$ cat src/hdl/lot_pkg.sv
`default_nettype none

package lot_pkg;

    localparam int MAX_FLOORS = 7; // highest floor a 3-bit floor number reaches

    typedef logic [15:0] plate_t;  // 0 means no car
    typedef logic [7:0]  fee_t;    // saturates at 255
    typedef logic [3:0]  count_t;  // free spots of one class

    // top nibble of the plate
    localparam logic [3:0] CLASS_HANDICAPPED = 4'd9;
    localparam logic [3:0] CLASS_HYBRID      = 4'd8;

    typedef struct packed {
        logic [2:0] floor;
        logic       side;   // 0 left, 1 right
    } spot_t;

    // one write into the spot table, plate 0 vacates the spot
    typedef struct packed {
        logic   we;
        spot_t  spot;
        plate_t plate;
    } park_t;

    typedef struct packed {
        plate_t [MAX_FLOORS:1] left;
        plate_t [MAX_FLOORS:1] right;
    } lot_view_t;

    function automatic logic is_suv(plate_t plate);
        return plate[0]; // odd plate
    endfunction

    function automatic logic is_handicapped(plate_t plate);
        return plate[15:12] == CLASS_HANDICAPPED;
    endfunction

    function automatic plate_t plate_at(lot_view_t view, logic [2:0] floor, logic side);
        return side ? view.right[floor] : view.left[floor];
    endfunction

endpackage

`default_nettype wire

$ cat src/hdl/lift_pkg.sv
`default_nettype none

package lift_pkg;

    typedef logic [2:0] floor_t; // 0 is the ground floor

    typedef enum logic {
        ORDER_IN,
        ORDER_OUT
    } order_kind_t;

    typedef struct packed {
        order_kind_t     kind;
        lot_pkg::plate_t plate;
    } order_t;

    // one full trip always starts and ends at floor 0
    typedef enum logic [2:0] {
        LIFT_IDLE,
        LIFT_LOAD,  // car onto the platform, first floor of the climb
        LIFT_UP,
        LIFT_DROP,  // park or fetch at the destination
        LIFT_DOWN,
        LIFT_DONE
    } lift_state_t;

endpackage

`default_nettype wire

$ cat src/hdl/order_queue.sv
`timescale 1ns/100ps
`default_nettype none

module order_queue #(
    parameter int QUEUE_DEPTH = 7
) (
    input  wire logic            clock,
    input  wire logic            reset,
    input  wire logic            in_mode,
    input  wire logic            out_mode,
    input  wire lot_pkg::plate_t plate,
    input  wire logic            lift_ready,
    output lift_pkg::order_t     order,
    output logic                 order_valid,
    output logic                 queue_full
);

    localparam int PTR_W = (QUEUE_DEPTH > 1) ? $clog2(QUEUE_DEPTH) : 1;
    localparam int CNT_W = $clog2(QUEUE_DEPTH + 1);

    lift_pkg::order_t slots [QUEUE_DEPTH];
    lift_pkg::order_t incoming;
    logic [PTR_W-1:0] head;
    logic [PTR_W-1:0] tail;
    logic [CNT_W-1:0] count;
    logic             push;
    logic             pop;

    function automatic logic [PTR_W-1:0] next_ptr(logic [PTR_W-1:0] ptr);
        return (ptr == PTR_W'(QUEUE_DEPTH - 1)) ? '0 : ptr + 1'b1;
    endfunction

    always_comb begin
        incoming.kind  = out_mode ? lift_pkg::ORDER_OUT : lift_pkg::ORDER_IN;
        incoming.plate = plate;
    end

    assign queue_full = (count == CNT_W'(QUEUE_DEPTH));
    assign push       = (in_mode ^ out_mode) && !queue_full; // both modes at once is no order
    // the lift only leaves idle one cycle after order_valid, so hold off then
    assign pop        = lift_ready && !order_valid && (count != '0);

    always_ff @(posedge clock or posedge reset) begin
        if (reset) begin
            head        <= '0;
            tail        <= '0;
            count       <= '0;
            order_valid <= 1'b0;
        end else begin
            order_valid <= pop;
            if (push) begin
                tail <= next_ptr(tail);
            end
            if (pop) begin
                head <= next_ptr(head);
            end
            if (push && !pop) begin
                count <= count + 1'b1;
            end else if (pop && !push) begin
                count <= count - 1'b1;
            end
        end
    end

    always_ff @(posedge clock) begin
        if (push) begin
            slots[tail] <= incoming;
        end
        if (pop) begin
            order <= slots[head]; // shown to the lift with order_valid
        end
    end

endmodule

`default_nettype wire

$ cat src/hdl/slot_allocator.sv
`timescale 1ns/100ps
`default_nettype none

module slot_allocator #(
    parameter int NUM_FLOORS = 7
) (
    input  wire lift_pkg::order_t    order,
    input  wire lot_pkg::lot_view_t  lot_view,
    input  wire lot_pkg::count_t     empty_sedan,
    output lot_pkg::spot_t           dest,
    output logic                     dest_ok
);

    logic            suv;
    logic            handicapped;
    logic            sedan_spill;  // sedans may go to odd floors
    logic            floor_fits;
    logic            reserved;
    logic            hit;
    lot_pkg::plate_t here;

    always_comb begin
        suv         = lot_pkg::is_suv(order.plate);
        handicapped = lot_pkg::is_handicapped(order.plate);
        sedan_spill = (empty_sedan == '0);
        floor_fits  = 1'b0;
        reserved    = 1'b0;
        hit         = 1'b0;
        here        = '0;
        dest        = '0;
        dest_ok     = 1'b0;

        // lowest floor first, left before right
        for (int f = 1; f <= NUM_FLOORS; f++) begin
            for (int s = 0; s < 2; s++) begin
                here = lot_pkg::plate_at(lot_view, 3'(f), s[0]);
                if (order.kind == lift_pkg::ORDER_OUT) begin
                    hit = (order.plate != '0) && (here == order.plate);
                end else begin
                    floor_fits = f[0] ? (suv || sedan_spill) : !suv; // odd floors are SUV
                    reserved   = (s == 0) && (f <= 2) && !handicapped;
                    hit        = floor_fits && !reserved && (here == '0);
                end
                if (hit && !dest_ok) begin
                    dest.floor = 3'(f);
                    dest.side  = s[0];
                    dest_ok    = 1'b1;
                end
            end
        end
    end

endmodule

`default_nettype wire

$ cat src/hdl/lift_controller.sv
`timescale 1ns/100ps
`default_nettype none

module lift_controller #(
    parameter int NUM_FLOORS = 7
) (
    input  wire logic             clock,
    input  wire logic             reset,
    input  wire lift_pkg::order_t order,
    input  wire logic             order_valid,
    input  wire lot_pkg::spot_t   dest,
    input  wire logic             dest_ok,
    output logic                  lift_ready,
    output lift_pkg::floor_t      current_floor,
    output lot_pkg::plate_t       moving,
    output lot_pkg::park_t        park,
    output logic                  car_out,
    output logic                  order_done
);

    localparam lift_pkg::floor_t TOP_FLOOR = lift_pkg::floor_t'(NUM_FLOORS);

    lift_pkg::lift_state_t state;
    lift_pkg::order_t      order_q;
    lot_pkg::spot_t        dest_q;
    logic                  ok_q;
    lift_pkg::floor_t      next_up;
    logic                  at_stop;
    logic                  entering;

    assign next_up  = current_floor + 1'b1;
    // top floor check only guards against a destination out of range
    assign at_stop  = (next_up == dest_q.floor) || (next_up == TOP_FLOOR);
    assign entering = (order_q.kind == lift_pkg::ORDER_IN);

    always_ff @(posedge clock or posedge reset) begin
        if (reset) begin
            state         <= lift_pkg::LIFT_IDLE;
            current_floor <= '0;
            moving        <= '0;
        end else begin
            case (state)
                lift_pkg::LIFT_IDLE: begin
                    if (order_valid) begin
                        state <= dest_ok ? lift_pkg::LIFT_LOAD : lift_pkg::LIFT_DONE;
                    end
                end
                lift_pkg::LIFT_LOAD: begin
                    current_floor <= next_up;
                    if (entering) begin
                        moving <= order_q.plate;
                    end
                    state <= at_stop ? lift_pkg::LIFT_DROP : lift_pkg::LIFT_UP;
                end
                lift_pkg::LIFT_UP: begin
                    current_floor <= next_up;
                    if (at_stop) begin
                        state <= lift_pkg::LIFT_DROP;
                    end
                end
                lift_pkg::LIFT_DROP: begin
                    moving <= entering ? '0 : order_q.plate; // car parked or fetched
                    state  <= lift_pkg::LIFT_DOWN;
                end
                lift_pkg::LIFT_DOWN: begin
                    current_floor <= current_floor - 1'b1;
                    if (current_floor == lift_pkg::floor_t'(1)) begin
                        state <= lift_pkg::LIFT_DONE;
                    end
                end
                lift_pkg::LIFT_DONE: begin
                    moving <= '0; // car leaves at the ground floor
                    state  <= lift_pkg::LIFT_IDLE;
                end
                default: state <= lift_pkg::LIFT_IDLE;
            endcase
        end
    end

    // order and spot held for the whole trip
    always_ff @(posedge clock) begin
        if ((state == lift_pkg::LIFT_IDLE) && order_valid) begin
            order_q <= order;
            dest_q  <= dest;
            ok_q    <= dest_ok;
        end
    end

    assign lift_ready = (state == lift_pkg::LIFT_IDLE);
    assign order_done = (state == lift_pkg::LIFT_DONE);
    assign car_out    = order_done && ok_q && !entering;

    always_comb begin
        park.we    = (state == lift_pkg::LIFT_DROP);
        park.spot  = dest_q;
        park.plate = entering ? order_q.plate : '0;
    end

endmodule

`default_nettype wire

$ cat src/hdl/spot_table.sv
`timescale 1ns/100ps
`default_nettype none

module spot_table #(
    parameter int NUM_FLOORS = 7
) (
    input  wire logic           clock,
    input  wire logic           reset,
    input  wire lot_pkg::park_t park,
    output lot_pkg::lot_view_t  lot_view,
    output lot_pkg::fee_t       fee,
    output lot_pkg::plate_t     out_plate,
    output lot_pkg::count_t     empty_suv,
    output lot_pkg::count_t     empty_sedan,
    output logic                full_suv,
    output logic                full_sedan
);

    lot_pkg::fee_t   park_time [1:NUM_FLOORS][2]; // cycles parked, saturating
    lot_pkg::plate_t leaving;

    function automatic lot_pkg::fee_t fee_for(lot_pkg::plate_t plate, lot_pkg::fee_t ticks);
        logic [8:0] twice;
        twice = {ticks, 1'b0};
        if (lot_pkg::is_handicapped(plate)) begin
            return '0;
        end
        if (plate[15:12] == lot_pkg::CLASS_HYBRID) begin
            return ticks;
        end
        return twice[8] ? '1 : twice[7:0];
    endfunction

    assign leaving = lot_pkg::plate_at(lot_view, park.spot.floor, park.spot.side);

    always_ff @(posedge clock or posedge reset) begin
        if (reset) begin
            lot_view <= '0;
        end else if (park.we) begin
            if (park.spot.side) begin
                lot_view.right[park.spot.floor] <= park.plate;
            end else begin
                lot_view.left[park.spot.floor] <= park.plate;
            end
        end
    end

    always_ff @(posedge clock) begin
        for (int f = 1; f <= NUM_FLOORS; f++) begin
            for (int s = 0; s < 2; s++) begin
                if ((lot_pkg::plate_at(lot_view, 3'(f), s[0]) != '0) &&
                    (park_time[f][s] != '1)) begin
                    park_time[f][s] <= park_time[f][s] + 1'b1;
                end
            end
        end
        if (park.we) begin
            if (park.plate != '0) begin
                park_time[park.spot.floor][park.spot.side] <= '0; // new car, restart
            end else begin
                out_plate <= leaving;
                fee       <= fee_for(leaving, park_time[park.spot.floor][park.spot.side]);
            end
        end
    end

    // odd floors count as SUV spots, even floors as sedan spots
    always_comb begin
        empty_suv   = '0;
        empty_sedan = '0;
        for (int f = 1; f <= NUM_FLOORS; f++) begin
            for (int s = 0; s < 2; s++) begin
                if (lot_pkg::plate_at(lot_view, 3'(f), s[0]) == '0) begin
                    if (f[0]) begin
                        empty_suv = empty_suv + 1'b1;
                    end else begin
                        empty_sedan = empty_sedan + 1'b1;
                    end
                end
            end
        end
    end

    assign full_suv   = (empty_suv == '0);
    assign full_sedan = (empty_sedan == '0);

endmodule

`default_nettype wire

$ cat src/hdl/parking_tower.sv
`timescale 1ns/100ps
`default_nettype none

module parking_tower #(
    parameter int NUM_FLOORS  = 7,
    parameter int QUEUE_DEPTH = 7
) (
    input  wire logic            clock,
    input  wire logic            reset,
    input  wire logic            in_mode,
    input  wire logic            out_mode,
    input  wire lot_pkg::plate_t plate,
    output lift_pkg::floor_t     current_floor,
    output lot_pkg::plate_t      moving,   // car on the platform
    output logic                 car_out,
    output lot_pkg::plate_t      out_plate,
    output lot_pkg::fee_t        fee,
    output logic                 order_done,
    output logic                 queue_full,
    output lot_pkg::count_t      empty_suv,
    output lot_pkg::count_t      empty_sedan,
    output logic                 full_suv,
    output logic                 full_sedan
);

    lift_pkg::order_t   order;
    logic               order_valid;
    logic               lift_ready;
    lot_pkg::spot_t     dest;
    logic               dest_ok;
    lot_pkg::park_t     park;
    lot_pkg::lot_view_t lot_view;

    order_queue #(.QUEUE_DEPTH(QUEUE_DEPTH)) queue_i (
        .clock, .reset, .in_mode, .out_mode, .plate, .lift_ready,
        .order, .order_valid, .queue_full
    );

    slot_allocator #(.NUM_FLOORS(NUM_FLOORS)) alloc_i (
        .order, .lot_view, .empty_sedan, .dest, .dest_ok
    );

    lift_controller #(.NUM_FLOORS(NUM_FLOORS)) lift_i (
        .clock, .reset, .order, .order_valid, .dest, .dest_ok,
        .lift_ready, .current_floor, .moving, .park, .car_out, .order_done
    );

    spot_table #(.NUM_FLOORS(NUM_FLOORS)) spots_i (
        .clock, .reset, .park, .lot_view, .fee, .out_plate,
        .empty_suv, .empty_sedan, .full_suv, .full_sedan
    );

endmodule

`default_nettype wire

$ cat config.mk
export PLATFORM = sky130hd
export DESIGN_NAME = parking_tower
export DESIGN_NICKNAME = d
export VERILOG_FILES = /design/src/hdl/lot_pkg.sv /design/src/hdl/lift_pkg.sv /design/src/hdl/order_queue.sv /design/src/hdl/slot_allocator.sv /design/src/hdl/lift_controller.sv /design/src/hdl/spot_table.sv /design/src/hdl/parking_tower.sv
export SDC_FILE = /design/constraint.sdc
export NUM_CORES = 1
export LEC_CHECK = 0
export BUFFER_PORTS_ARGS = -buffer_cell sky130_fd_sc_hd__buf_4
export CAP_MARGIN = 10
export CORE_UTILIZATION = 45
export CTS_CLUSTER_SIZE = 8
export DETAILED_ROUTE_END_ITERATION = 10
export PLACE_DENSITY = 0.67
export SLEW_MARGIN = 20
export SYNTH_ARGS = -nofsm -noshare
export SYNTH_HDL_FRONTEND = slang
export SYNTH_SLANG_ARGS = --single-unit
$ cat constraint.sdc
create_clock -name clock -period 16.1 [get_ports clock]
set_input_delay 3.22 -clock clock [delete_from_list [all_inputs] [get_ports clock]]
set_output_delay 3.22 -clock clock [all_outputs]
set_load 0.1 [all_outputs]
==> impl_metrics.py <==
metrics = {
    "status": {
        "status": "finished clean",
    },
    "sta": {
        "fin_tns_setup_ns": 0,
        "fmax_mhz": 104,
        "clock_skew_ns": 0.0430,
        "worst_pin_slew_ns": 1.10,
        "finalSetupViolCount": 0,
        "final_max_slew_viol_count": 0,
        "slew_headroom_pct": 26.7,
        "finalHoldViolations": 0,
        "finalCriticalPeriod_ns": 9.57,
        "fin_ws_ns": 6.53,
        "rsz0062_at_grt": "no",
        "fin_crit_sh_pct": 59.5,
    },
    "logic_synthesis": {
        "syn_nets": 2753,
        "synth.cell_area_um2": 27500,
        "synth_largest_area_cell": "dfrtp_1",
        "yosys_warnings": 0,
        "synthTopCellsByArea": "dfrtp_1 (23%), edfxtp_1 (20%), dfxtp_1 (8.2%)",
        "synth_top_flop_cell": "dfrtp_1",
        "synth-seq-cells": 550,
        "synth_cells": 2699,
        "async_flop_share_pct": 46.5,
        "synth_cell_types": 74,
        "syn_avg_cell_area_um2": 10.2,
        "synth_edf_count": 182,
        "synth_top_cell_area_share_pct": 23.3,
        "seq_area_frac_synth_pct": 51.3,
    },
    "drt": {
        "wl_um": 91900,
        "postRouteAntennaNets": 0,
        "drc": 0,
        "drt_iter0_markers": 2143,
        "via_count": 22141,
        "vias_per_cell": 6.19,
        "wl_per_cell_um": 25.7,
        "drt-pass1-iter-count": 6,
    },
    "global_routing": {
        "track_usage_pct": 29.5,
        "grt_pass1_wl_um": 138000,
        "grt_remaining_overflow": 0,
        "grt_pass1_vias": 21986,
        "grt_max_degree": 112,
        "antenna_found_initial": 0,
    },
    "cells_and_area": {
        "n_fill_cell": 5236,
        "final_util_pct": 51.9,
        "layout.nets": 2799,
        "areaGrowthSynthToFinish_pct": 13.8,
        "layout-drive-gt1-share_pct": 11.1,
        "final_area_um2": 31300,
    },
    "cts": {
        "cts_resized": 0,
        "clock_sink_count": 550,
        "insertion_delay_ns": 0.66,
        "numCtsBuffers": 79,
        "clk_path_buf_depth": 3,
        "postCtsSetupBuffers": 0,
        "cts_tree": "done",
        "path_clk_slew_ns": 0.05,
        "holdBufCountCts": 0,
        "h-tree-depth": 3,
        "cts-root-buf": "clkbuf_16",
    },
    "floorplanning": {
        "die_area_um2": 62100,
        "dieWidth_um": 249,
        "fp.dieH_um": 249,
        "start_util_pct": 45.6,
        "ios": 76,
        "core_area_um2": 60400,
        "num_rows": 90,
    },
    "critical_path": {
        "slowest_stage": "nor4_1",
        "required_ns": 12.88,
        "end_kind": "output pin",
        "worstPathCellList": "nor4_1 > nand4_1 > inv_1 > ha_1 > xnor2_4 > ha_1 > mux2_2 > ha_1 > mux2_2 > ha_1 > mux2i_1 > inv_1 > ha_1 > nor2_1 > a21oi_1 > ha_1 > nand2_1 > xor2_1 > xnor2_1 > nor4_2 > buf_4",
        "crit_arrival_ns": 6.35,
        "critPathLaunchType": "flop",
        "r2r_cells": 16,
        "cp_top_family": "adder cells",
        "critPathKind": "flop to output pin",
        "crit_path_frequent_cell": "ha_1",
        "cp_num_buf_inv": 3,
        "worst-path-stages": 21,
        "max_stage_delay_ns": 0.47,
        "cp_max_fo": 6,
    },
    "placed_design": {
        "numPortBuffers": 75,
        "placed_cell_area_um2": 28900,
        "dpl.hpwl_um": 60600,
        "dp_slack_ns": 7.23,
        "place_congestion": 0.990,
    },
    "worst_hold_path": {
        "hold_depth": 1,
        "holdCritPathClass": "flop to flop",
    },
    "job": {
        "drv_cap": 0,
    },
}
-- flip-flops by register name (all words and copies together) (netlist names) --
signal                cells
spots_i.out_plate        16
spots_i.lot_view        224
lift_i.ok_q               1
lift_i.current_floor      3
queue_i.tail              3
queue_i.order            17
queue_i.order_valid       1
lift_i.park               4
spots_i.fee               8
queue_i.head              3
lift_i.order_q           17
spots_i.park_time       112
lift_i.moving            16
queue_i.slots           119
lift_i.state              3
queue_i.count             3
-- worst register-to-register path, stage by stage, from the launching register on --
cell and delay [ns]:
dfrtp_1 0.41, nor4_1 0.40, nand4_1 0.52, inv_1 0.29
ha_1 0.36, xor2_1 0.59, inv_1 0.11, ha_1 0.32
xnor2_1 0.19, xnor2_1 0.11, o22ai_1 0.13, o21ai_0 0.17
o32ai_2 0.74, a21oi_1 0.22, o311ai_1 0.56, a2111o_1 0.16
o311ai_1 0.11
-- synth_stat cells (all sizes together), types with 37 or more instances --
library cell,number
nand2,392
o21ai,271
dfrtp,256
xor2,200
edfxtp,182
nor2,173
clkbuf,143
xnor2,140
dfxtp,112
nor4,103
nand4,77
a21oi,74
a22oi,65
a221oi,48
a22o,42
mux2,38
mux2i,37
-- cell families (layout without fill, tap and decap cells) --
logic type	Yosys count	in the layout	synth area share [%]
AO/OA/AOI/OAI	583	583	13.2
XOR/XNOR	343	343	11.3
adder cells (fa/ha/maj)	34	34	1.57
buffers and inverters	201	294	2.77
flip-flops	550	550	51.3
multiplexers	92	92	4.31
other	0	1	0
AND/OR/NAND/NOR	896	896	15.6
-- cells in the final DEF (no fill, tap or decap), types with 3 or more instances in the layout --
master	Yosys	final
nand2_1	392	391
o21ai_0	270	270
dfrtp_1	256	255
xor2_1	199	199
edfxtp_1	182	182
nor2_1	172	170
xnor2_1	137	137
buf_4	1	132
dfxtp_1	112	112
nor4_1	98	97
clkbuf_16	0	79
nand4_1	75	75
a21oi_1	74	74
a22oi_1	65	65
a221oi_1	48	48
a22o_1	42	42
clkbuf_1	143	40
mux2_2	38	38
mux2i_1	36	36
ha_1	33	33
a31oi_1	32	32
inv_1	31	30
and3_1	29	29
nand3_1	27	27
nand2b_1	22	22
mux4_2	17	17
and4_1	15	15
or3_1	15	15
nor3_1	13	12
o22ai_1	10	10
a41oi_1	9	9
a211oi_1	7	7
clkinv_16	0	6
nor2b_1	7	5
nor4_2	4	5
and2_1	3	4
nor3b_2	1	3
a21o_1	3	3
nor3b_1	7	3
-- through the flow --
step                hold WS [ns]  instances
finish                     0.475       3575
floorplan                  0.424       2699
detailed placement         0.483       3443
global route               0.509       3574
CTS                        0.474       3571
global placement           0.477       3443
-- metal layers --
metal	share of wire (%)	track usage, %	vias up
li1	-	-	9851
met1	40	37.7	10889
met2	45	45.1	1089
met3	9.2	7.45	312
met4	6.0	18.0	0
met5	0	0	-
-- layout make-up --
type	instances	area, um2	area share [%]
inverter	31	124	0.396
timing repair buffer	135	1030	3.30
antenna	1	2.50	0.00799
sequential	550	14100	45.1
tap	782	978	3.13
clock inverter	9	213	0.680
clock buffer	119	2130	6.80
multi-input combinational	1948	12700	40.6
-- final timing paths --
path | start | end | slack [ns]
worst max-delay path | spots_i.lot_view[11]$_DFFE_PP0P_ | full_suv | 6.53
worst min register to register | lift_i.order_q[15]$_DFFE_PP_ | lift_i.moving[15]$_DFFE_PP0P_ | 0.47
min in group asynchronous | reset | lift_i.moving[5]$_DFFE_PP0P_ | 2.69
worst min-delay path | lift_i.order_q[15]$_DFFE_PP_ | lift_i.moving[15]$_DFFE_PP0P_ | 0.47
max in group asynchronous | reset | queue_i.head[0]$_DFFE_PP0P_ | 11.86
worst max register to register | spots_i.lot_view[139]$_DFFE_PP0P_ | lift_i.park[16]$_SDFFCE_PP1P_ | 10.44
Power is left out: the tool's default activity adds up to more than one toggle a clock period on the data nets, which glitch-free logic cannot reach.
